<file path="src/hdl/rv_defs.svh">
`ifndef RV_DEFS_SVH
`define RV_DEFS_SVH

// Data word width
`define XLEN 32

// Instruction memory depth and word address width
`define IMEM_WORDS 256
`define IMEM_AW    8

// Data memory depth and word address width
`define DMEM_WORDS 256
`define DMEM_AW    8

`endif

</file>
<file path="src/hdl/core_pkg.sv">
package core_pkg;

    `include "rv_defs.svh"

    // Data word
    typedef logic [`XLEN-1:0] word_t;

    // Architectural register index
    typedef logic [4:0] reg_idx_t;

    // Byte address of an instruction
    typedef logic [31:0] pc_t;

    // ALU operations
    typedef enum logic [3:0] {
        alu_add,
        alu_sub,
        alu_sll,
        alu_slt,  // Signed compare
        alu_sltu, // Unsigned compare
        alu_xor,
        alu_srl,
        alu_sra,
        alu_or,
        alu_and
    } alu_op_t;

endpackage

</file>
<file path="src/hdl/reg_file.sv">
`timescale 1ns/1ps

module reg_file
    import core_pkg::*;
(
    input  logic     CLK,
    input  logic     RST,
    input  reg_idx_t rs1,
    input  reg_idx_t rs2,
    input  reg_idx_t rd,
    input  word_t    wd,
    input  logic     we,
    output word_t    rd1,
    output word_t    rd2
);

    word_t regs [32];

    always_ff @(posedge CLK) begin
        if (RST) begin
            for (int i = 0; i < 32; i++) begin
                regs[i] <= '0;
            end
        end else if (we && (rd != 5'd0)) begin
            regs[rd] <= wd; // x0 stays zero
        end
    end

    // Combinational reads; a write in flight shows up next cycle
    assign rd1 = regs[rs1];
    assign rd2 = regs[rs2];

endmodule

</file>
<file path="config.mk">
export PLATFORM = sky130hd
export DESIGN_NAME = reg_file
export DESIGN_NICKNAME = d
export VERILOG_FILES = /design/src/hdl/core_pkg.sv /design/src/hdl/reg_file.sv
export VERILOG_INCLUDE_DIRS = /design/src /design/src/hdl
export SDC_FILE = /design/constraint.sdc
export NUM_CORES = 2
export LEC_CHECK = 0
export ABC_CLOCK_PERIOD_IN_PS = 1900
export BUFFER_PORTS_ARGS = -buffer_cell sky130_fd_sc_hd__buf_2
export CORE_ASPECT_RATIO = 1.5
export CORE_MARGIN = 5
export CORE_UTILIZATION = 58
export CTS_CLUSTER_DIAMETER = 60
export DETAILED_ROUTE_END_ITERATION = 16
export PLACE_DENSITY = 0.9
export REMOVE_ABC_BUFFERS = 1
export SLEW_MARGIN = 20
export SYNTH_ARGS = -nofsm -noshare
export SYNTH_HDL_FRONTEND = slang
export SYNTH_SLANG_ARGS = --single-unit
</file>
<file path="constraint.sdc">
create_clock -name CLK -period 1.9 [get_ports CLK]
set_input_delay 0.285 -clock CLK [delete_from_list [all_inputs] [get_ports CLK]]
set_output_delay 0.285 -clock CLK [all_outputs]
set_load 0.01 [all_outputs]
</file>
Word level (Yosys, flattened, before mapping). Memory sizes are Yosys's and may differ from the RTL's. Cells that the tools add are included.

Register bits: 0. Latch bits: 0. Memory bits (writable): 1024. Bits in read-only memories: 0. Input port bits: 50. Output and inout port bits: 64. Word-level logic and storage cells: 12. Memories: 1.

$add $sub $neg: 0. $mul: 0. Divide/modulo/power cells: 0. $lt $le $gt $ge: 0. Equality and inequality tests: 0. Shift-type cells: 0. Multiplexer cells: 8. Bitwise gates (word level): 0. Reductions and logical operators: 3.

Memory list: regs (depth 32, bits a word 32, read ports 2, clocked after memory_dff 0, wr ports 32, line reg_file.sv:17) `word_t regs [32];`.

Operators by type and width (count): $mux 32 (1); $reduce_or 32->1 (1); $mux 1 (6); $mux 5 (1); $reduce_bool 5->1 (1); $logic_and 1x1->1 (1).

Logic depth before layout (Yosys ltp).
Word-level depth: 7. Mapped depth: 8. Depth with buffers taken out: 5.

Least setup slack after synthesis. Ideal clock, no wire load.

Path type: input to register. From: input RST. To: memory regs[12][0] (netlist name), enable pin. Setup time: 0.375 ns. Arrival: 1.518 ns. Setup slack: 0.007 ns. Cell stages on the path: 5. Buffers on the path: 1. Cells stage by stage: nand2b_1 or3_1 buf_6 nor2_4 or2_2.

RTL lines: from (decl) (line reg_file.sv:7) `input logic RST,`; to (decl) (line reg_file.sv:17).

==> impl_metrics.env <==
export IMPL_htree_levels=3
export IMPL_place_ws_ps=-513
export IMPL_path_class="register to output pin"
export IMPL_dpl_hpwl_um=124000
export IMPL_first_global_vias=44682
export IMPL_grtUsageMet3=0.104
export IMPL_avgSynthCellArea_um2=12.1
export IMPL_drtIter0Drc=6389
export IMPL_cts_sinks=1024
export IMPL_end_kind="output pin"
export IMPL_wl_um=199000
export IMPL_synth_async_reset_ratio=0
export IMPL_hold_viol=0
export IMPL_n_fill_cell=5973
export IMPL_power_density_mw_per_mm2=825
export IMPL_setup_violations_final=64
export IMPL_holdPathStages=2
export IMPL_synthFlopType="edfxtp_1"
export IMPL_grt_use_met1=0.403
export IMPL_largest_register_ffs=1024
export IMPL_grt_util_met2=0.598
export IMPL_coreArea_mm2=0.0957
export IMPL_min_from="wd[6]"
export IMPL_fmax_ghz=0.390
export IMPL_routedWlPerCell_um=31.9
export IMPL_cts_max_path_buffers=3
export IMPL_synth_edff_count=1024
export IMPL_synth_distinct_cells=29
export IMPL_required_ps=1620
export IMPL_cp_start_kind="register"
export IMPL_grt_total_usage=0.371
export IMPL_worst_slew_pin_slew_ps=692
export IMPL_final_common_cell="edfxtp_1"
export IMPL_drtPass1Iterations=8
export IMPL_reg_top3="regs x1024"
export IMPL_synthTopCellsByArea="edfxtp_1 55%, mux2i_1 18%, and2_1 11%, a22oi_1 2.6%, a22o_1 2.0%"
export IMPL_switching_power_uw=14500
export IMPL_stdcell_count=6252
export IMPL_clock_tree_root_cell="clkbuf_16"
export IMPL_status="finished with violations"
export IMPL_cap_violations=0
export IMPL_antenna_found_initial=15
export IMPL_p_comb_frac=0.149
export IMPL_port_buffers=113
export IMPL_rsz0062_at_grt="true"
export IMPL_grt_max_degree=67
export IMPL_synth_cells=4605
export IMPL_die_height_um=390
export IMPL_min_to="regs[31][6]$_SDFFCE_PN0P_"
export IMPL_slew_headroom=0.539
export IMPL_syn_area_mm2=0.0559
export IMPL_grt_ovfl_total=0
export IMPL_regMostFlops="regs"
export IMPL_placed_cells=6063
export IMPL_ant_nets=0
export IMPL_min_delay_path_class="input port to register"
export IMPL_numCtsBuffers=97
export IMPL_worst_ep_arrival_time_ps=2280
export IMPL_max_vdd_ir_drop_mv=0.978
export IMPL_ios=114
export IMPL_crit_path_max_fanout=2
export IMPL_synth_largest_area_cell="edfxtp_1"
export IMPL_fin_crit_sh=1.35
export IMPL_p_clk_frac=0.362
export IMPL_drc=0
export IMPL_syn2layout_area_growth_pct=19.0
export IMPL_seq_power_share=0.489
export IMPL_drive_gt1_frac=0.197
export IMPL_avgViaCountPerCell=6.97
export IMPL_min_period_ps=2560
export IMPL_hold_ws_ps=204
export IMPL_synth_top_area_frac=0.550
export IMPL_ys_seq_area_frac=0.550
export IMPL_setup_ws_ps=-662
export IMPL_failed_checks="setup timing"
export IMPL_busiest_layer="met2"
export IMPL_routabilityCongestion=0.962
export IMPL_die_w_um=263
export IMPL_rows=139
export IMPL_vias=43558
export IMPL_seq_area_mm2=0.0307
export IMPL_swShare=0.263
export IMPL_dieArea_mm2=0.103
export IMPL_ys_warnings_count=0
export IMPL_cts_tree="yes"
export IMPL_floorplan_initialDensity=0.584
export IMPL_final_max_slew_viol_count=0
export IMPL_p_int_uw=40500
export IMPL_ys_seq_elements=1024
export IMPL_path_clk_slew_ps=60
export IMPL_final_util=0.695
export IMPL_layout_common_cells="1,024 x edfxtp_1, 1,014 x mux2i_1, 992 x and2_1, 325 x buf_4, 194 x nand2_1"
export IMPL_final_nets=4934
export IMPL_power_leakage_uw=0.0266
export IMPL_grt_pass1_wl_um=284000
export IMPL_multi_input_area_mm2=0.0245
-- Yosys cell counts, types with 3 or more instances --
library cell	count
a21oi_1	192
a22o_1	128
a22oi_1	192
a31oi_1	64
and2_1	994
buf_1	24
buf_2	113
buf_4	63
buf_6	12
clkbuf_1	218
clkbuf_2	9
clkbuf_4	7
edfxtp_1	1024
mux2i_1	1024
nand2_1	196
nand2b_1	5
nand3_1	193
nand3b_1	3
nor2_1	21
nor2_2	7
nor2_4	7
nor2b_1	5
nor3_1	64
or2_2	33
-- worst max path at each step --
stage / start / to / slack [ps] / depth (start not counted)
after floorplan: rs1[2] / rd1[0] / -3620 / 4
after global placement: rs2[1] / rd2[31] / -530 / 8
after detailed placement: rs2[0] / rd2[28] / -510 / 10
after CTS: regs[2][22]$_SDFFCE_PN0P_ / rd1[22] / -600 / 7
after global routing: regs[2][26]$_SDFFCE_PN0P_ / rd2[26] / -740 / 8
final: regs[0][1]$_SDFFCE_PN0P_ / rd2[1] / -660 / 8
-- metrics by stage --
| step | power, µW | area, µm² | TNS [ps] |
|---|---|---|---|
| 2_1_floorplan | 30200 | 53800 | -617550 |
| 3_3_place_gp | 34100 | 61700 | -75360 |
| 3_5_place_dp | 34400 | 61700 | -93550 |
| 4_1_cts | 54200 | 66100 | -31330 |
| 5_1_grt | 56000 | 66500 | -33810 |
| 6_report | 54900 | 66500 | -31790 |
-- cell families (layout without fill, tap and decap cells) --
logic type      Yosys count  count (layout)  share of synthesized area
mux                    1024            1024                      0.183
buf+inv                 446             778                     0.0390
other cells               1              47                  0.0000671
simple gates           1534            1534                      0.157
compound gates          576             576                     0.0702
flops                  1024            1024                      0.550
-- repair_timing --
action,in CTS,in global routing
gates resized for setup,202,78
buffers inserted,3,4
hold buffers,0,0
endpoints found under the setup margin,64,64
pin swaps,85,81
-- critical path, stage by stage, from the launching register on --
cell      delay, ps
edfxtp_1        420
buf_4           150
mux2i_1         130
a22o_1          170
nor3_2           50
a31oi_1         210
buf_4           210
nand3_4         100
buf_6           130
-- layer usage --
layer,vias to the layer above,part of all wire
li1,17416,-
met1,20746,0.30
met2,4049,0.46
met3,1343,0.13
met4,4,0.11
met5,-,0.00039
-- power groups by stage --
stage	Sequential, µW	Combinational (µW)	Clock, µW
global placement	27100	7000	0
finish	26900	8190	19900
global route	26900	8390	20700
CTS	26800	7710	19800
detailed placement	27200	7150	0
floorplan	27000	3240	0
-- area by class of cell --
| class | count | area share |
|---|---|---|
| Sequential cell | 1024 | 0.462 |
| Multi-Input combinational cell | 3166 | 0.368 |
| Timing Repair Buffer | 595 | 0.0972 |
| Clock buffer | 117 | 0.0386 |
| Tap cell | 1269 | 0.0239 |
| Clock inverter | 66 | 0.00939 |
| Antenna cell | 15 | 0.000564 |
No activity file was read; power rests on OpenSTA's default activity.
