**config.mk**
```make
export PLATFORM = sky130hd
export DESIGN_NAME = alu
export DESIGN_NICKNAME = d
export VERILOG_FILES = /design/src/hdl/core_pkg.sv /design/src/hdl/alu.sv
export VERILOG_INCLUDE_DIRS = /design/src /design/src/hdl
export SDC_FILE = /design/constraint.sdc
export NUM_CORES = 1
export LEC_CHECK = 0
export BUFFER_PORTS_ARGS = -buffer_cell sky130_fd_sc_hd__buf_2
export CAP_MARGIN = 20
export CORE_MARGIN = 3
export CORE_UTILIZATION = 31
export DETAILED_ROUTE_END_ITERATION = 7
export PLACE_DENSITY = 0.59
export SLEW_MARGIN = 20
export SYNTH_ARGS = -nofsm -noshare
export SYNTH_HDL_FRONTEND = slang
export SYNTH_SLANG_ARGS = --single-unit
```
**constraint.sdc**
```tcl
create_clock -name vclk -period 6.9
set_clock_uncertainty 0.15 [all_clocks]
set_input_delay 1.38 -clock vclk [all_inputs]
set_output_delay 1.38 -clock vclk [all_outputs]
set_load 0.05 [all_outputs]
```
**src/hdl/rv_defs.svh**
```systemverilog
`ifndef RV_DEFS_SVH
`define RV_DEFS_SVH

// Data word width
`define XLEN 32

// Instruction memory depth and word address width
`define IMEM_WORDS 256
`define IMEM_AW    8

// Data memory depth and word address width
`define DMEM_WORDS 256
`define DMEM_AW    8

`endif

```
**src/hdl/core_pkg.sv**
```systemverilog
package core_pkg;

    `include "rv_defs.svh"

    // Data word
    typedef logic [`XLEN-1:0] word_t;

    // Architectural register index
    typedef logic [4:0] reg_idx_t;

    // Byte address of an instruction
    typedef logic [31:0] pc_t;

    // ALU operations
    typedef enum logic [3:0] {
        alu_add,
        alu_sub,
        alu_sll,
        alu_slt,  // Signed compare
        alu_sltu, // Unsigned compare
        alu_xor,
        alu_srl,
        alu_sra,
        alu_or,
        alu_and
    } alu_op_t;

endpackage

```
**src/hdl/alu.sv**
```systemverilog
`timescale 1ns/1ps

module alu
    import core_pkg::*;
(
    input  alu_op_t op,
    input  word_t   a,
    input  word_t   b,
    output word_t   y
);

    logic [4:0] shamt;
    logic       lt_s;
    logic       lt_u;

    assign shamt = b[4:0]; // Upper shift bits ignored
    assign lt_s  = ($signed(a) < $signed(b));
    assign lt_u  = (a < b);

    always_comb begin
        case (op)
            alu_add:  y = a + b;
            alu_sub:  y = a - b;
            alu_sll:  y = a << shamt;
            alu_slt:  y = {31'd0, lt_s};
            alu_sltu: y = {31'd0, lt_u};
            alu_xor:  y = a ^ b;
            alu_srl:  y = a >> shamt;
            alu_sra:  y = word_t'($signed(a) >>> shamt); // Sign fill
            alu_or:   y = a | b;
            alu_and:  y = a & b;
            default:  y = '0;
        endcase
    end

endmodule

```
# Word level (Yosys, flattened, before mapping)

Index checks and enable logic that the tools add are counted.

Memories: 0
Memory bits (writable): 0
Logic and storage cells: 21
ROM bits: 0
Flip-flop bits (word level): 0
Latch bits: 0

Bitwise gates (word level): 3
Multiplexer cells: 1
Multipliers: 0
Equal/unequal tests: 9
$add $sub $neg: 2
Reductions and logical operators: 1
Shift operators: 3
Divide/modulo/power cells: 0
Magnitude comparators: 2

Operator list:

| cell                 | count |
|---|---|
| $pmux W32 S10        | 1 |
| $lt A32 B32 Y1       | 2 |
| $add A32 B32 Y32     | 1 |
| $and A32 B32 Y32     | 1 |
| $or A32 B32 Y32      | 1 |
| $shl A32 B5 Y32      | 1 |
| $shr A32 B5 Y32      | 1 |
| $sshr A32 B5 Y32     | 1 |
| $sub A32 B32 Y32     | 1 |
| $xor A32 B32 Y32     | 1 |
| $eq A4 B3 Y1 const B | 4 |
| $eq A4 B2 Y1 const B | 2 |
| $eq A4 B4 Y1 const B | 2 |
| $eq A4 B1 Y1 const B | 1 |
| $logic_not A4 Y1     | 1 |

# Logic depth before layout (Yosys ltp)

Word-level depth: 2
Gate-level depth with buffers: 17
Gate-level depth less buffers: 13

# Least setup slack after synthesis

No wires, ideal clock.

Path type: input port to output port
Start: input port b[2]
End: output port y[0]
Required time: 5.370 ns
Slack: -0.242 ns
Arrival: 5.612 ns
Stages on the path: 17
Path buffers: 5
Path through: inv_1 > buf_2 > buf_2 > buf_1 > buf_2 > ha_1 > buf_4 > o21bai_2 > a2111oi_4 > o41ai_4 > o21ai_1 > a41o_1 > o31ai_1 > a31oi_1 > o21bai_1 > nor2b_1 > o311ai_1

Word-level cells in the longest chain between the ends: 2
Elaborated cells between the ends (all ways): 6
Those cells by class: order compare: 2; shift: 3; mux: 1

RTL lines:

| what                                   | line      | source |
|---|---|---|
| from (decl)                            | alu.sv:8  | `input word_t b,` |
| $lt A32 B32 Y1 (tied with other cells) | alu.sv:18 | `assign lt_u = (a < b);` |
| $pmux W32 S10 (*)                      | alu.sv:21 | `case (op)` |
| to (decl)                              | alu.sv:9  | `output word_t y` |

Every way passes the cells marked *; elsewhere a longest branch is shown, timed or not.

# Worst setup path after layout

Start: input port a[1]
End: output port y[31]

Word-level cells in the longest chain between the ends: 2
Elaborated cells between the ends (all ways): 6
Those cells by class: add/sub: 2; shift: 3; mux: 1

RTL lines:

| what                                     | line      | source |
|---|---|---|
| from (decl)                              | alu.sv:7  | `input word_t a,` |
| $sub A32 B32 Y32 (tied with other cells) | alu.sv:23 | `alu_sub: y = a - b;` |
| $pmux W32 S10 (*)                        | alu.sv:21 |  |

Marks and branches as above.

==> flow_metrics.env <==
export IMPL_grt_use_total_pct=26.2
export IMPL_sw_frac_of_total_pct=68.5
export IMPL_syn_avg_cell_area_um2=6.27
export IMPL_drcViolationCount=0
export IMPL_power_density_mw_per_mm2=94.7
export IMPL_rsz0062_at_grt="false"
export IMPL_crit_family="compound AO/OA/AOI/OAI gates"
export IMPL_timing_hold_violations_final=0
export IMPL_antenna_cells=0
export IMPL_comb_power_share_pct=100.0
export IMPL_dieArea_mm2=0.0280
export IMPL_die_x_um=167
export IMPL_core_area_mm2=0.0254
export IMPL_tns_ns=0
export IMPL_via_count=10400
export IMPL_fmax_mhz=151
export IMPL_syn_area_mm2=0.00806
export IMPL_vdd_drop_max_uv=48.9
export IMPL_seq_cells=0
export IMPL_p_total_mw=0.832
export IMPL_synth_top_cell_area_share_pct=15.4
export IMPL_ioPinCount=100
export IMPL_routed_wl_um=39100
export IMPL_post_cts_resize_count=0
export IMPL_grt_max_degree=71
export IMPL_synth_cell_types=78
export IMPL_leakage_nw=3.98
export IMPL_p_int_mw=0.262
export IMPL_grt_pass1_wl_um=58400
export IMPL_seq_area_frac_synth_pct=0
export IMPL_hp_class="in2out"
export IMPL_ant_nets=0
export IMPL_crit_arrival_ns=5.09
export IMPL_seqCellArea_um2=0
export IMPL_syn_nets=1456
export IMPL_fillers=2850
export IMPL_num_rows=58
export IMPL_slowest_delay_ns=0.52
export IMPL_worst_path_buf_inv=3
export IMPL_clock_power_share_pct=0
export IMPL_postCtsSetupRepairBufs=0
export IMPL_dp_hpwl_um=30800
export IMPL_overflow=0
export IMPL_grt_pass1_vias=9512
export IMPL_synth_largest_area_cell="ha_1"
export IMPL_antenna_found_initial=2
export IMPL_initial_utilization_pct=31.7
export IMPL_gp_congestion=1.04
export IMPL_outcome="finished clean"
export IMPL_drt_pass1_iterations=6
export IMPL_worstSetupStartpointType="input pin"
export IMPL_min_period_ns=6.62
export IMPL_dr_first_iter_drc_count=1295
export IMPL_synth_area_leaders="ha_1 15%, nor2_1 8.6%, o21ai_0 8.3%"
export IMPL_drive_above_1_share_pct=12.7
export IMPL_critPathKind="in2out"
export IMPL_synthCells=1287
export IMPL_layout_nets=1486
export IMPL_crit_chain="buf_2 > inv_1 > ha_1 > a211o_1 > a211oi_1 > o31a_1 > a21o_1 > a21oi_1 > a221o_1 > a41oi_1 > o41ai_2 > xnor2_1 > o211ai_1 > buf_2"
export IMPL_critPathMaxFanout=6
export IMPL_yosys_warnings=0
export IMPL_avgViaCountPerCell=6.34
export IMPL_worstMarginPinSlew_ns=0.793
export IMPL_syn_to_final_growth_pct=8.92
export IMPL_clock_buffers=0
export IMPL_die_h_um=167
export IMPL_relSlewSlack_pct=46.6
export IMPL_drv_cap=0
export IMPL_finalSetupViolCount=0
export IMPL_drv_slew=0
export IMPL_power_switching_mw=0.570
export IMPL_wl_per_cell_um=23.7
export IMPL_multi_input_area_mm2=0.00732
export IMPL_port_buffers=100
export IMPL_slowest_stage="a211oi_1"
export IMPL_crit_path_frequent_cell="buf_2"
export IMPL_seqPwrFrac_pct=0
export IMPL_hold_buffers=0
export IMPL_final_period_utilization_pct=95.9
export IMPL_critPathRequiredTime_ns=5.37
export IMPL_crit_path_end_kind="output pin"
[cell type report]
cell class / instances / share of cell area [%]
inverter: 90 / 3.85
tap: 330 / 4.70
multi-input combinational: 1097 / 83.3
timing repair buffer: 128 / 8.12
[kinds of logic after synthesis]
logic type	Yosys count	share of synthesized area, %
mux	70	9.64
fa+ha+maj	101	15.9
xor+xnor	19	2.06
buf+inv	190	9.43
compound gates	492	40.0
simple gates	415	23.0
[path summary, 6_finish.rpt]
path  slack (ns)  depth (start not counted)  startpoint     to
max         0.28                         14        a[1]  y[31]
min         3.28                          5        b[5]   y[5]
[per-layer routing]
| layer | vias up | wire length (um) | global-route usage [%] |
|---|---|---|---|
| met5 | - | 26 | 0 |
| met2 | 697 | 16800 | 41.0 |
| met1 | 4860 | 16400 | 36.3 |
| li1 | 4749 | - | - |
| met3 | 120 | 3830 | 4.08 |
| met4 | 4 | 1940 | 9.57 |
[power groups by stage]
stage | clock network, mW | logic, mW | registers, mW
after floorplan | 0 | 0.569 | 0
after global placement | 0 | 0.809 | 0
after detailed placement | 0 | 0.805 | 0
after CTS | 0 | 0.808 | 0
after global routing | 0 | 0.890 | 0
final | 0 | 0.832 | 0
[layout by cell type (no fill, tap or decap), drive strengths merged, types with 6 or more instances in the layout]
master,synthesis,layout
nand2,105,105
nor3,30,30
o21ai,136,136
a21oi,129,129
o22ai,10,10
o211ai,27,27
a211oi,22,22
mux2,11,11
a211o,13,13
a21o,24,24
a221oi,19,19
nor3b,6,6
inv,89,89
mux2i,54,54
o21bai,10,10
o2111ai,6,6
a221o,8,8
ha,99,99
nor2,185,185
nand3,25,25
nor4,10,10
buf,41,128
xnor2,16,16
a31oi,22,22
nand2b,14,14
o221ai,14,14
nor2b,12,12
[through the flow]
stage / cells / hold slack [ns] / area (um2) / utilization (%) / worst slack (ns)
after floorplan: 1287 / 3.12 / 8070 / - / 0.0177
after detailed placement: 1645 / 3.27 / 8780 / 34.6 / 0.420
final: 1645 / 3.28 / 8780 / 34.6 / 0.280
after CTS: 1645 / 3.27 / 8780 / 34.6 / 0.402
after global placement: 1645 / 3.27 / 8780 / 34.6 / 0.479
after global routing: 1645 / 3.29 / 8780 / 34.6 / 0.109
[cell usage after synthesis (4+ instances only)]
master / count
nor2_1: 184
o21ai_0: 133
a21oi_1: 129
nand2_1: 104
ha_1: 99
inv_1: 89
clkbuf_1: 59
mux2i_1: 54
nor3_1: 27
o211ai_1: 27
nand3_1: 25
a21o_1: 24
a211oi_1: 22
a31oi_1: 22
buf_2: 20
a221oi_1: 19
buf_1: 17
xnor2_1: 16
nand2b_1: 14
a211o_1: 13
o221ai_1: 13
nor2b_1: 12
mux2_2: 11
nor4_1: 10
o22ai_1: 10
o21bai_1: 9
a221o_1: 8
nor3b_1: 6
o2111ai_1: 6
and2_1: 5
mux4_2: 5
o31ai_1: 5
and3_1: 4
nor4b_1: 4
o21a_1: 4
o311ai_0: 4
o31a_1: 4
or2_2: 4
or3_1: 4
Note: power is estimated with default switching activity, not from simulation.
