$ cat config.mk
export PLATFORM = sky130hd
export DESIGN_NAME = decoder
export DESIGN_NICKNAME = d
export VERILOG_FILES = /design/src/hdl/isa_pkg.sv /design/src/hdl/core_pkg.sv /design/src/hdl/decoder.sv
export VERILOG_INCLUDE_DIRS = /design/src /design/src/hdl
export SDC_FILE = /design/constraint.sdc
export NUM_CORES = 1
export LEC_CHECK = 0
export ABC_CLOCK_PERIOD_IN_PS = 3610
export BUFFER_PORTS_ARGS = -buffer_cell sky130_fd_sc_hd__clkbuf_2
export CORE_MARGIN = 2
export CORE_UTILIZATION = 33
export DETAILED_ROUTE_END_ITERATION = 16
export PLACE_DENSITY = 0.85
export SLEW_MARGIN = 10
export SYNTH_ARGS = -nofsm -noshare
export SYNTH_HDL_FRONTEND = slang
export SYNTH_SLANG_ARGS = --single-unit
export TNS_END_PERCENT = 1
$ cat constraint.sdc
create_clock -name vclk -period 3.61
set_clock_uncertainty 0.2 [all_clocks]
set_input_delay 0.722 -clock vclk [all_inputs]
set_output_delay 0.722 -clock vclk [all_outputs]
set_load 0.05 [all_outputs]
$ cat src/hdl/rv_defs.svh
`ifndef RV_DEFS_SVH
`define RV_DEFS_SVH

// Data word width
`define XLEN 32

// Instruction memory depth and word address width
`define IMEM_WORDS 256
`define IMEM_AW    8

// Data memory depth and word address width
`define DMEM_WORDS 256
`define DMEM_AW    8

`endif

$ cat src/hdl/isa_pkg.sv
package isa_pkg;

    // Major opcodes of the supported RV32I subset
    typedef enum logic [6:0] {
        op_reg   = 7'b0110011, // R-type ALU
        op_imm   = 7'b0010011, // I-type ALU and shifts
        op_load  = 7'b0000011, // lw
        op_store = 7'b0100011  // sw
    } opcode_t;

    // funct3 operation selector, shared by the ALU groups
    typedef enum logic [2:0] {
        f3_add_sub = 3'b000, // add, sub, addi
        f3_sll     = 3'b001,
        f3_slt     = 3'b010,
        f3_sltu    = 3'b011,
        f3_xor     = 3'b100,
        f3_srl_sra = 3'b101, // Bit 30 picks sra
        f3_or      = 3'b110,
        f3_and     = 3'b111
    } funct3_t;

    // Loads and stores reuse encoding 010 for the word width
    localparam funct3_t f3_word = f3_slt;

    // funct7 bit that selects sub and sra
    localparam int unsigned funct7_alt_bit = 30;

endpackage

$ cat src/hdl/core_pkg.sv
package core_pkg;

    `include "rv_defs.svh"

    // Data word
    typedef logic [`XLEN-1:0] word_t;

    // Architectural register index
    typedef logic [4:0] reg_idx_t;

    // Byte address of an instruction
    typedef logic [31:0] pc_t;

    // ALU operations
    typedef enum logic [3:0] {
        alu_add,
        alu_sub,
        alu_sll,
        alu_slt,  // Signed compare
        alu_sltu, // Unsigned compare
        alu_xor,
        alu_srl,
        alu_sra,
        alu_or,
        alu_and
    } alu_op_t;

endpackage

$ cat src/hdl/decoder.sv
`timescale 1ns/1ps

module decoder
    import isa_pkg::*, core_pkg::*;
(
    input  word_t    inst,
    output reg_idx_t rs1,
    output reg_idx_t rs2,
    output reg_idx_t rd,
    output word_t    imm,
    output alu_op_t  alu_op,
    output logic     use_imm,
    output logic     reg_we,
    output logic     mem_read,
    output logic     mem_write,
    output logic     illegal
);

    opcode_t opcode;
    funct3_t funct3;
    logic    alt;       // funct7 bit 30
    logic    f7_rest_0; // Remaining funct7 bits clear
    word_t   imm_i;
    word_t   imm_s;
    word_t   imm_shamt;
    logic    wr;        // Writes rd before x0 and legality filtering
    logic    bad;

    assign opcode    = opcode_t'(inst[6:0]);
    assign funct3    = funct3_t'(inst[14:12]);
    assign alt       = inst[funct7_alt_bit];
    assign f7_rest_0 = ({inst[31], inst[29:25]} == 6'd0);

    assign imm_i     = {{20{inst[31]}}, inst[31:20]};
    assign imm_s     = {{20{inst[31]}}, inst[31:25], inst[11:7]};
    assign imm_shamt = {27'd0, inst[24:20]}; // Shifts use only shamt

    assign rs1 = inst[19:15];
    assign rs2 = inst[24:20];
    assign rd  = inst[11:7];

    always_comb begin
        imm       = imm_i;
        alu_op    = alu_add;
        use_imm   = 1'b0;
        wr        = 1'b0;
        mem_read  = 1'b0;
        mem_write = 1'b0;
        bad       = 1'b0;

        case (opcode)
            op_reg: begin
                wr = 1'b1;
                // Only add/sub and srl/sra accept the alternate funct7
                bad = !f7_rest_0 ||
                      (alt && (funct3 != f3_add_sub) && (funct3 != f3_srl_sra));
                case (funct3)
                    f3_add_sub: alu_op = alt ? alu_sub : alu_add;
                    f3_sll:     alu_op = alu_sll;
                    f3_slt:     alu_op = alu_slt;
                    f3_sltu:    alu_op = alu_sltu;
                    f3_xor:     alu_op = alu_xor;
                    f3_srl_sra: alu_op = alt ? alu_sra : alu_srl;
                    f3_or:      alu_op = alu_or;
                    f3_and:     alu_op = alu_and;
                    default:    bad = 1'b1;
                endcase
            end
            op_imm: begin
                wr      = 1'b1;
                use_imm = 1'b1;
                case (funct3)
                    f3_add_sub: alu_op = alu_add; // No subi
                    f3_sll: begin
                        alu_op = alu_sll;
                        imm    = imm_shamt;
                        bad    = !f7_rest_0 || alt;
                    end
                    f3_slt:     alu_op = alu_slt;
                    f3_sltu:    alu_op = alu_sltu;
                    f3_xor:     alu_op = alu_xor;
                    f3_srl_sra: begin
                        alu_op = alt ? alu_sra : alu_srl;
                        imm    = imm_shamt;
                        bad    = !f7_rest_0;
                    end
                    f3_or:      alu_op = alu_or;
                    f3_and:     alu_op = alu_and;
                    default:    bad = 1'b1;
                endcase
            end
            op_load: begin
                use_imm  = 1'b1; // Address is rs1 + imm
                wr       = 1'b1;
                mem_read = 1'b1;
                bad      = (funct3 != f3_word);
            end
            op_store: begin
                use_imm   = 1'b1;
                imm       = imm_s;
                mem_write = 1'b1;
                bad       = (funct3 != f3_word);
            end
            default: bad = 1'b1;
        endcase

        // Unsupported encodings retire as no-ops
        if (bad) begin
            wr        = 1'b0;
            mem_read  = 1'b0;
            mem_write = 1'b0;
        end
    end

    assign reg_we  = wr && (rd != 5'd0);
    assign illegal = bad;

endmodule

Word-level counts from Yosys, hierarchy flattened
Cells that the tools add are included.

word-level totals
  register bits after elaboration = 0
  output and inout port bits = 56

operators by class
  eq/ne operators = 13
  multiplexer cells = 16
  reductions and logical operators = 14

operator list
  cell                                           number
  one-hot mux 32 bit (2 select lines)            1
  one-hot mux 4 bit (8 select lines)             2
  2-to-1 mux 32 bit                              1
  == test 7 x 6 -> 1 bit, second input constant  2
  == test 3 bit, second input constant           4
  2-to-1 mux 1 bit                               9
  one-hot mux 4 bit (2 select lines)             1
  == test 7 x 2 -> 1 bit, second input constant  1
  == test 7 x 5 -> 1 bit, second input constant  1
  == test 3 x 2 -> 1 bit, second input constant  2
  logical NOT 6 bit                              1
  OR reduction 3 bit                             2
  nonzero test 5 bit                             1
  OR reduction 2 bit                             2
  == test 3 x 1 -> 1 bit, second input constant  1
  logical AND 1 bit                              3
  logical NOT 3 bit                              1
  != test 3 x 2 -> 1 bit, second input constant  1
  != test 3 bit, second input constant           1
  one-hot mux 1 bit (3 select lines)             1
  nonzero test 3 bit                             1
  logical OR 1 bit                               2
  one-hot mux 1 bit (2 select lines)             1
  logical NOT 1 bit                              1

Depth between registers and ports, before layout
Gate-level depths: netlist (run 1).

  word-level depth = 7
  depth in mapped cells = 6
  depth with buffers taken out = 4

Least setup slack after synthesis (run 1)
OpenSTA, ideal clock, no wires.

  path kind = input-to-output
  start point = in inst[26]
  end point = out reg_we
  arrival = 2.968 ns
  data required time = 2.688 ns
  setup slack = -0.280 ns
  stages on the path = 4
  buffers on the path = 0
  cell sequence = or4_4 -> o41ai_2 -> or3b_1 -> a2111oi_2

on the way
  word-level cells in the longest chain between the ends = 7
  elaborated cells on any way between the ends = 8

RTL lines
  element                                 RTL line                                     RTL
  start, declared                         decoder.sv:6                                 input word_t inst,
  logical NOT 6 bit (*)                   decoder.sv:32                                assign f7_rest_0 = ({inst[31], inst[29:25]} == 6'd0);
  logical NOT 1 bit (*)                   decoder.sv:55, decoder.sv:77, decoder.sv:85
  logical OR 1 bit                        decoder.sv:77                                bad = !f7_rest_0 || alt;
  one-hot mux 1 bit (2 select lines)      decoder.sv:72                                case (funct3)
  one-hot mux 1 bit (3 select lines) (*)  decoder.sv:51                                case (opcode)
  2-to-1 mux 1 bit (*)                    decoder.sv:108                               if (bad) begin
  logical AND 1 bit (*)                   decoder.sv:115                               assign reg_we = wr && (rd != 5'd0);
  end, declared                           decoder.sv:13                                output logic reg_we,

Every way passes the cells marked *; elsewhere a longest branch is shown, timed or not.

Final worst setup path (run 1)
Same ends and word-level chain as after synthesis.

==> results summary, run 1 <==
The ratio of cells with drive above 1 in the final layout is 0.713. The global-route wire length before repair is 2150 µm. Summed over all cells, the static leakage comes to about 0.45 nW. The placement-stage cell area is just over 800 µm². The setup slack after layout came out at between 100 and 150 ps. The post-synthesis cell type with the largest combined area is sky130_fd_sc_hd__buf_4. The design draws between 0.15 and 0.2 mW. The height of the die is about 48 µm. The synthesis-to-layout area growth is 26.5%. The register area is 0 µm². The global route total overflow came out at 0. The average wire per cell in the routed design is around 11 µm. The via count of the first global-routing pass is 535. For the worst setup path, the data arrival time is 2580 ps. In this run the core area contains 15 standard-cell rows. STA classifies the critical path endpoint as a primary output. The average cell area after synthesis came out at roughly 7.4 µm². The number of different library cells used by synthesis comes to 29. The final-layout clock buffer total is 0. Setup repair after global routing left no endpoint under its margin. Across the run, the number of max-cap violations was 0. Routability-driven placement finished with a final weighted congestion of about 0.76.

For this design the ratio of total power to cell area is around 200 nW/µm². The layout has 190 filler cells. The total number of vias is slightly above 700.

By count the netlist is led by 35 x sky130_fd_sc_hd__buf_4, 7 x sky130_fd_sc_hd__and2_1, 6 x sky130_fd_sc_hd__mux2_2. The final critical-path share of the clock period came out at 0.969. The remaining number of nets flagged by the antenna check after routing came out at 0. The sequential element share of the synthesized area is 0. The core region is approximately 1800 µm².

In this run the worst path has a maximum fanout of 2. The post-layout minimum cycle time came out at about 3500 ps. Pin placement for this block handled 88 I/O pins. Summing all non-filler instances in the final layout gives an area of between 800 and 900 µm². The worst pin sits at a relative slew slack of 0.748. The die footprint is 2310 µm². The routed wire length is 1720 µm. The first detailed-routing pass ran for 4 iterations.

The portion of total power attributed to sequential cells is 0. The synthesized netlist net count came out at about 120. The run finished with clean final reports. The analysis attributes to net switching a power of approximately 0.12 mW. The final layout contains between 150 and 200 nets. The DRC marker count from the first detailed-route iteration came out at 7. The final standard cell utilization of the core is 0.455. sky130_fd_sc_hd__buf_4 is the most common cell in the netlist. STA classifies the critical path startpoint as a primary input. After synthesis, the cell types taking the most area are sky130_fd_sc_hd__buf_4 41%, sky130_fd_sc_hd__mux2_2 11%, sky130_fd_sc_hd__and2_1 6.8%.

The class of the worst hold path is in -> out. For the pin with the worst max-slew slack, the measured transition is 376 ps. The highest clock frequency the design can meet is between 200 and 300 MHz. The area share of the largest cell type after synthesis came out at 0.409. The count of endpoints failing setup in the final report came out at 0. The number of warnings issued by yosys came out at 0.

For the worst setup path, the data required time is ~2700 ps. The class of the most critical setup path is in -> out. The combined area of all synthesized cells came out at ~640 µm². The pin count of the biggest net entering global routing came out at 22.

Summed over all nets, the half-perimeter wirelength after detailed placement is ~1500 µm. Of the total power, the clock network draws 0. The global-route total usage across every layer is 0.122.

The number of port buffers came out at 78. The final count of hold timing violations came out at 0. The repair_antennas step left the layout with diodes totalling 0. There are 0 flip-flops and latches. After routing, the total negative slack on setup checks comes to 0 ps. The die is between 40 and 50 µm wide. Before CTS, the worst setup slack after placement is roughly 6.7 ps. The effective utilization at floorplan is 0.360. The share of power burned in combinational logic is 1.000. The final-report max-slew violation count came out at 0. The number of setup buffers added after CTS is 0. The internal portion of total power is 0.0372 mW. The initial antenna violation count came out at 0. The number of hold-repair buffers added at the cts stage came out at 0.

The maximum vdd ir drop is slightly above 0.09 mV. Of the total power, the share spent switching nets is 0.768. The remaining design rule violation count came out at 0. The detail-routed via count per cell is 4.59. Synthesis handed over a netlist of just under 90 instances.
[cell type report]
class                      count  area, µm²  area share
multi-input combinational     47        365       0.450
tap                           25       31.3      0.0385
inverter                       2       7.51     0.00924
timing repair buffer          80        408       0.502
[cell families after synthesis]
| logic type | synth area share |
|---|---|
| AND/OR/NAND/NOR | 0.302 |
| AO/OA/AOI/OAI | 0.127 |
| multiplexers | 0.105 |
| XOR/XNOR | 0.0136 |
| buffers and inverters | 0.452 |
[power by group through the flow]
stage	logic (mW)	clock network [mW]	registers, mW
2_1_floorplan	0.156	0	0
3_3_place_gp	0.158	0	0
3_5_place_dp	0.161	0	0
4_1_cts	0.161	0	0
5_1_grt	0.170	0	0
6_report	0.160	0	0
[stage by stage]
stage,instances,hold WS (ps)
global route,154,1240
detailed placement,154,1240
finish,154,1240
floorplan,87,1410
CTS,154,1240
global placement,154,1240
[per-layer routing]
layer | vias up | part of all wire | track usage
met2 | 53 | 0.51 | 0.237
met1 | 297 | 0.38 | 0.156
li1 | 353 | - | -
met4 | 0 | 0.014 | 0.0108
met3 | 4 | 0.093 | 0
met5 | - | 0 | 0
[final timing paths]
check,startpoint,slack (ps),depth (start not counted),to
hold / removal,inst[18],1240,0,rs1[3]
setup / recovery,inst[26],110,6,reg_we
[repair_timing]
action	4_1_cts	5_1_grt
endpoints found under the setup margin	0	22
resized for setup	0	4
hold endpoints to repair	0	0
[critical path, cell delays in order]
cell	delay (ps)
sky130_fd_sc_hd__clkbuf_2	90
sky130_fd_sc_hd__or4_4	530
sky130_fd_sc_hd__o41ai_2	260
sky130_fd_sc_hd__or3b_1	440
sky130_fd_sc_hd__a2111oi_4	280
sky130_fd_sc_hd__buf_4	250
[cells in the final DEF (no fill, tap or decap)]
cell	Yosys	routed
sky130_fd_sc_hd__clkbuf_2	0	77
sky130_fd_sc_hd__mux2_2	6	6
sky130_fd_sc_hd__and2_1	7	6
sky130_fd_sc_hd__nand2_1	3	3
sky130_fd_sc_hd__nor3_1	3	3
sky130_fd_sc_hd__buf_4	35	3
sky130_fd_sc_hd__inv_1	2	2
sky130_fd_sc_hd__or4_1	2	2
sky130_fd_sc_hd__and2_2	1	2
sky130_fd_sc_hd__nor2_1	2	2
sky130_fd_sc_hd__o21ai_0	2	2
sky130_fd_sc_hd__a211oi_1	2	2
sky130_fd_sc_hd__a21oi_1	2	2
sky130_fd_sc_hd__and3_1	2	2
sky130_fd_sc_hd__or3b_1	2	2
sky130_fd_sc_hd__nor4_1	2	2
sky130_fd_sc_hd__nand2b_1	1	1
sky130_fd_sc_hd__nor3_2	1	1
sky130_fd_sc_hd__nand3b_1	1	1
sky130_fd_sc_hd__or4_4	1	1
sky130_fd_sc_hd__xor2_1	1	1
sky130_fd_sc_hd__nor2b_1	1	1
sky130_fd_sc_hd__nor4bb_1	1	1
sky130_fd_sc_hd__o41ai_2	1	1
sky130_fd_sc_hd__a31o_1	1	1
sky130_fd_sc_hd__a31oi_1	1	1
sky130_fd_sc_hd__a2111oi_4	0	1
No activity file was read; power rests on OpenSTA's default activity.
==> run 2: changes to the inputs <==
- SETUP_SLACK_MARGIN: default -> 0.2
==> run 2 against run 1 <==
Total power rose by 4.7%. Core utilization rose by 3.8 points. Critical path depth did not move. Final area rose by 8.3%. Count of clock-buffer cells in the layout did not move. Maximum frequency rose by 2.3%. Die area did not move. Sequential share of layout area did not move. Routed wire length rose by 5.5%. Critical path type unchanged. Highest routed layer unchanged.
==> results summary, run 2 (synthesis results as in run 1) <==
The core footprint is 1780 µm² (unchanged). STA classifies the critical path startpoint as a primary input. Traced cell by cell, the critical path runs through clkbuf_2 > or4_1 > or4_1 > buf_4 > and2_2 > clkbuf_2. The cell row count is 15 (unchanged). The final critical-path share of the clock period came out at 0.948 (-0.0215). The portion of total power attributed to sequential cells came out at 0 (unchanged). The worst hold path terminates at rs1[3].

The antenna cell count came to 0 (unchanged). The number of cells traversed by the worst hold path is 0 (unchanged). The capturing element type of the critical path is a primary output. The number of hold-repair buffers added at the cts stage was 0 (unchanged).

The placed instance count came to 154 (unchanged). The global-route wire length before repair is 2300 µm (+7.4%). The number of setup buffers added after CTS is 0 (unchanged).

The total power is 0.168 mW (+4.7%). The register area came out at 0 µm² (unchanged). The area of all placed cells without fillers came out at 880 µm² (+8.3%). The flow ran to the end, and the final reports show no timing, DRC or antenna violations. The half-perimeter wire length after detailed placement came to 1530 µm (unchanged). The final-layout clock buffer total is 0 (unchanged). The maximum vdd ir drop is 0.0842 mV (-8.8%).

The power share of the clock group came out at 0 (unchanged). The initial antenna violation count is 0 (unchanged). The post-layout minimum cycle time came out at 3420 ps (-77.6 ps).

The detailed-router iteration count before antenna repair came to 3 (-1). The synthesis-to-layout area growth came out at 37.0%. The total area of multi-input combinational cells came out at 374 µm² (+2.4%). The highest clock frequency the design can meet came to 292 MHz (+2.3%). The routed wire length is 1810 µm (+5.5%).

The standby leakage power came out at 0.462 nW (+3.1%). The total of max-cap violations was 0 (unchanged). The DRC marker count from the first detailed-route iteration came to 5 (-2). The power per cell area was 191 nW/µm² (-3.4%). The share of power burned in combinational logic came out at 1.000 (about the same). The pin count of the biggest net entering global routing was 22 (unchanged). The top cell types in the final layout, fill and taps aside, are 56 x sky130_fd_sc_hd__clkbuf_2, 21 x sky130_fd_sc_hd__clkbuf_4, 6 x sky130_fd_sc_hd__mux2_2, 6 x sky130_fd_sc_hd__and2_1.

The placement-stage cell area is 808 µm² (unchanged). The via count of the first global-routing pass came to 560 (+4.7%). The relative slew slack is 0.761 (+0.0128). The worst hold path begins at inst[18]. The height of the die is 48.1 µm (unchanged). The library cell used most frequently in the layout, excluding fill and tap cells, is sky130_fd_sc_hd__clkbuf_2. The weighted congestion reported at the end of routability-driven placement came out at 0.762 (unchanged). The number of filler cells placed in the layout is 187 (-1.6%). The internal portion of total power came out at 0.0434 mW (+17%).

For this design, the slowest cell found on the critical path is sky130_fd_sc_hd__or4_1. The final count of hold timing violations was 0 (unchanged). The switching share of total power came out at 0.741 (-0.0267). The total number of vias is 703 (-0.57%).

The number of placed I/O pins is 88 (unchanged). Setup repair after global routing could not meet its margin everywhere. The endpoint required time on the critical path came out at 2690 ps (about the same).

The count of endpoints failing setup in the final report is 0 (unchanged). The detail-routed via count per cell is 4.56 (-0.57%). The average wire per cell in the routed design was 11.8 µm (+5.5%). The die footprint was 2310 µm² (unchanged).

The final cell count without fillers is 154 (unchanged). The global-route total usage across every layer was 0.133 (+0.0107). The maximum fanout encountered on the critical timing path is 6 (+4). The setup path with the least slack is of type in -> out. The switching power summed over all nets is 0.124 mW (+1.0%). The remaining design rule violation count came to 0 (unchanged).

The net count of the finished layout is 163 (unchanged). The highest cell delay on the worst timing path was 580 ps (+50 ps). The arrival time at the worst endpoint is 2500 ps (-80 ps). The post-route setup TNS was 0 ps (unchanged).

The horizontal extent of the die is 48.1 µm (unchanged). The worst hold path belongs to the class in -> out. The ratio of cells with drive above 1 in the final layout is 0.721 (+0.00775). The number of sequential storage elements is 0 (unchanged). The global route total overflow is 0 (unchanged). The number of port buffers is 78 (unchanged). The transition at the pin with the smallest max-transition slack is 356 ps (-19.9 ps). The effective utilization at floorplan came out at 0.360 (unchanged).

The remaining number of nets flagged by the antenna check after routing is 0 (unchanged). The final-report max-slew violation count came out at 0 (unchanged).
==> run 2: repair_timing <==
action                                 4_1_cts  5_1_grt
gates resized for setup                     26        0
setup endpoints to repair                   29       30
endpoints found under the hold margin        0        0
pin swaps                                    1        0
==> run 2: layout make-up <==
| type | count | share of cell area |
|---|---|---|
| repair buffers | 80 | 0.531 |
| inverters | 2 | 0.00853 |
| well taps | 25 | 0.0356 |
| multi-input cells | 47 | 0.425 |
==> run 2: metrics by stage <==
stage	hold WS, ps	setup slack [ps]	util
5_1_grt	1240	114	0.493
4_1_cts	1240	171	0.493
3_5_place_dp	1240	6.75	0.453
2_1_floorplan	1410	-220	-
3_3_place_gp	1240	50.5	0.453
6_report	1240	188	0.493
==> run 2: worst max-delay path, delay by kind of cell <==
| family | cells | cell delay, ps |
|---|---|---|
| buffers and inverters | 3 | 480 |
| AND/OR/NAND/NOR | 3 | 1300 |
==> run 2: metal layers <==
metal,vias to the layer above,track usage,share of wire
met3,4,0,0.097
met1,291,0.161,0.38
met5,-,0,0
met2,53,0.269,0.51
met4,0,0.0108,0.013
li1,355,-,-
==> run 2: worst max path at each step <==
stage,start,endpoint,depth (start not counted)
floorplan,inst[6],mem_read,3
global placement,inst[26],reg_we,6
detailed placement,inst[26],reg_we,6
CTS,inst[6],imm[6],6
global route,inst[26],reg_we,6
finish,inst[6],imm[6],6
==> run 2: power by group through the flow <==
| stage | Combinational (mW) | Clock [mW] | Sequential, mW |
|---|---|---|---|
| 3_5_place_dp | 0.161 | 0 | 0 |
| 5_1_grt | 0.177 | 0 | 0 |
| 6_report | 0.168 | 0 | 0 |
| 3_3_place_gp | 0.158 | 0 | 0 |
| 2_1_floorplan | 0.156 | 0 | 0 |
| 4_1_cts | 0.168 | 0 | 0 |
==> run 3: changes to the inputs <==
- ABC_AREA: default -> 1
- CORE_UTILIZATION: 33 -> 34
- PLACE_DENSITY: 0.85 -> 0.86
==> run 3 against run 2 <==
Combinational power down 5%. Maximum frequency up 15%. Critical path depth up 4. Sequential share of layout area unchanged. Total power down 4.8%. Die area up 2.2%. Non-clock buffer count down 2. Flip-flop and latch count unchanged. Largest cell class unchanged. Worst setup slack better by 450 ps. Cell count up 31%. Synthesized cell count up 52%. Critical path type unchanged. Final area down 5.3%.
==> results summary, run 3 <==
The flow ran to the end, and the final reports show no timing, DRC or antenna violations. The relative slew slack is 0.682 (-0.0790). The final count of hold timing violations is 0 (unchanged). The ratio of cells with drive above 1 in the final layout came out at 0.506 (-0.215). The number of standard cells after synthesis is 132 (+52%). The number of distinct library cell variants in the gate-level netlist after synthesis came out at 17 (-41%).

The most common cell after layout, fill and taps aside is sky130_fd_sc_hd__clkbuf_2. The post-cts gate resize count came to 0 (-100%). The DRC marker count from the first detailed-route iteration is 6 (+1). In the synthesized netlist, the cells that appear most often are 37 x sky130_fd_sc_hd__nand2_1, 35 x sky130_fd_sc_hd__buf_4, 17 x sky130_fd_sc_hd__inv_1.

The total of max-cap violations came to 0 (unchanged). The power per cell area is 192 nW/µm² (+0.49%). The pin count of the biggest net entering global routing is 22 (unchanged).

The area fraction in and, or, nand and nor cells after synthesis is 0.418 (+0.116). The average cell area after synthesis came to 5.13 µm² (-30%). The met3 wire length came out at 218 µm (+25%). The synthesized netlist net count came out at 164 (+38%). The endpoint required time on the critical path is 2690 ps (about the same). The number of hold-repair buffers added at the cts stage came out at 0 (unchanged). Signal routing reaches up to met4. The final-layout clock buffer total is 0 (unchanged). The core footprint is 1920 µm² (+7.8%). The post-layout minimum cycle time came out at 2970 ps (-454 ps). The final cell count without fillers came out at 201 (+31%). In this run the worst setup path begins at inst[2]. The total number of vias came out at 819 (+17%). The detailed-router iteration count before antenna repair is 4 (+1).

The number of warnings issued by yosys came out at 0 (unchanged). The number of setup buffers added after CTS is 0 (unchanged). The area fraction in compound gates after synthesis is 0.0647 (-0.0620). The area share of the largest cell type after synthesis came to 0.388 (-0.0212).

The combined area of all synthesized cells came out at 677 µm² (+5.5%). Setup repair after global routing left no endpoint under its margin. The highest clock frequency the design can meet is 337 MHz (+15%). The total power came to 0.160 mW (-4.8%). The multiplexer area fraction after synthesis came out at 0 (-0.105).

The area of all placed cells without fillers is 833 µm² (-5.3%). The remaining number of nets flagged by the antenna check after routing came out at 0 (unchanged). The standby leakage power came out at 0.610 nW (+32%). The antenna cell count is 0 (unchanged). The global route total overflow came out at 0 (unchanged).

The maximum vdd ir drop came out at 0.0770 mV (-8.5%). The net count of the finished layout came out at 208 (+28%). The placed instance count came out at 201 (+31%). The arrival time at the worst endpoint came out at 2050 ps (-450 ps). Summed over all instances, the cell type with the most area after synthesis is sky130_fd_sc_hd__buf_4.

The die footprint is 2360 µm² (+2.2%). The class of the most critical setup path is in -> out. The remaining design rule violation count was 0 (unchanged). The average wire per cell in the routed design is 7.49 µm (-36%).

By area, the combinational part of the netlist is dominated by buffers and inverters. The weighted congestion reported at the end of routability-driven placement came out at 0.789 (+3.5%). The placement-stage cell area is 833 µm² (+3.1%). By instance count, the leading cell after synthesis is sky130_fd_sc_hd__nand2_1. The final critical-path share of the clock period is 0.822 (-0.126). The number of placed I/O pins came out at 88 (unchanged). The number of sequential storage elements is 0 (unchanged). The routed length on met1 is 587 µm (-16%). STA classifies the critical path startpoint as a primary input. The library cells used most frequently in the layout, excluding fill and tap cells, are 78 x sky130_fd_sc_hd__clkbuf_2, 37 x sky130_fd_sc_hd__nand2_1, 17 x sky130_fd_sc_hd__inv_1. The routed wire length came out at 1510 µm (-17%). The cell row count came out at 16 (+1). The path class of the tightest hold or removal check is in -> out. The via count of the first global-routing pass came out at 666 (+19%). The adder and majority gate portion of the synthesized area is 0 (unchanged). The number of port buffers came out at 78 (unchanged). The register area came out at 0 µm² (unchanged).

The effective utilization at floorplan is 0.352 (-0.00779). The post-synthesis xor/xnor area fraction is 0 (-0.0136). The global-route total usage across every layer came out at 0.118 (-0.0147). The sequential element share of the synthesized area is 0 (unchanged). The height of the die is 48.6 µm (+1.1%).

The count of endpoints failing setup in the final report came to 0 (unchanged). Following the worst setup path forward leads to its endpoint at imm[25]. The detailed route wirelength on metal2 is 691 µm (-24%). From synthesis to final layout, the design area changed by 23.1%. The capturing element type of the critical path is a primary output. The final-report max-slew violation count is 0 (unchanged). The initial antenna violation count came to 0 (unchanged). The horizontal extent of the die came out at 48.6 µm (+1.1%). The maximum fanout encountered on the critical timing path came out at 21 (+15).

The transition at the pin with the smallest max-transition slack is 477 ps (+121 ps). The global-route wire length before repair came out at 2420 µm (+5.1%). The post-route setup TNS is 0 ps (unchanged).

The half-perimeter wire length after detailed placement came to 1380 µm (-9.4%). The detail-routed via count per cell is 4.07 (-11%). By area the synthesized netlist is led by sky130_fd_sc_hd__buf_4 39%, sky130_fd_sc_hd__nand2_1 21%, sky130_fd_sc_hd__inv_1 9.4%.
==> run 3: cell types whose count changed after synthesis, moves of 4 or more <==
cell and change:
sky130_fd_sc_hd__and2_1 -7, sky130_fd_sc_hd__inv_1 +15, sky130_fd_sc_hd__inv_2 +5, sky130_fd_sc_hd__mux2_2 -6
sky130_fd_sc_hd__nand2_1 +34, sky130_fd_sc_hd__nand3_1 +6, sky130_fd_sc_hd__nor2_1 +10, sky130_fd_sc_hd__o21ai_1 +4
==> run 3: how the worst min path moves through the flow <==
stage / startpoint / to / slack (ps) / cells after the start
floorplan: inst[7] / rd[0] / 1410 / 1
global placement: inst[18] / rs1[3] / 1240 / 0
detailed placement: inst[18] / rs1[3] / 1240 / 0
CTS: inst[18] / rs1[3] / 1240 / 0
global route: inst[15] / rs1[0] / 1240 / 0
finish: inst[15] / rs1[0] / 1240 / 0
==> run 3: final cells by class <==
cell class | count | area (µm²)
inverter | 22 | 82.6
tap | 27 | 33.8
fill | 236 | 1090
multi-input combinational | 74 | 327
timing repair buffer | 78 | 390
==> run 3: worst max-delay path: stages <==
cell                       delay [ps]
sky130_fd_sc_hd__clkbuf_2          70
sky130_fd_sc_hd__inv_1             30
sky130_fd_sc_hd__nand2_1           60
sky130_fd_sc_hd__nor2_2            50
sky130_fd_sc_hd__nand2_1          140
sky130_fd_sc_hd__nor2_2            70
sky130_fd_sc_hd__inv_2            110
sky130_fd_sc_hd__nand2_1           60
sky130_fd_sc_hd__inv_1            360
sky130_fd_sc_hd__clkbuf_2         370
==> run 3: routing by layer <==
layer | global-route usage | vias up
li1 | - | 448
met1 | 0.131 | 314
met2 | 0.247 | 55
met3 | 0.0123 | 2
met4 | 0.00476 | 0
met5 | 0 | -
==> run 3: cell families after synthesis <==
family / count (synthesis)
and+or+nand+nor: 66
buffers and inverters: 58
AOI/OAI and AO/OA: 8
==> run 3: stage by stage <==
stage / hold WS, ps / setup slack, ps / util
3_5_place_dp: 1240 / 618 / 0.434
4_1_cts: 1240 / 616 / 0.434
3_3_place_gp: 1240 / 657 / 0.434
6_report: 1240 / 642 / 0.434
2_1_floorplan: 1410 / 374 / -
5_1_grt: 1240 / 440 / 0.434
==> run 3: where the power goes <==
part / switching (mW) / internal, mW
clock network: 0 / 0
logic: 0.125 / 0.0349
registers: 0 / 0
total: 0.125 / 0.0349
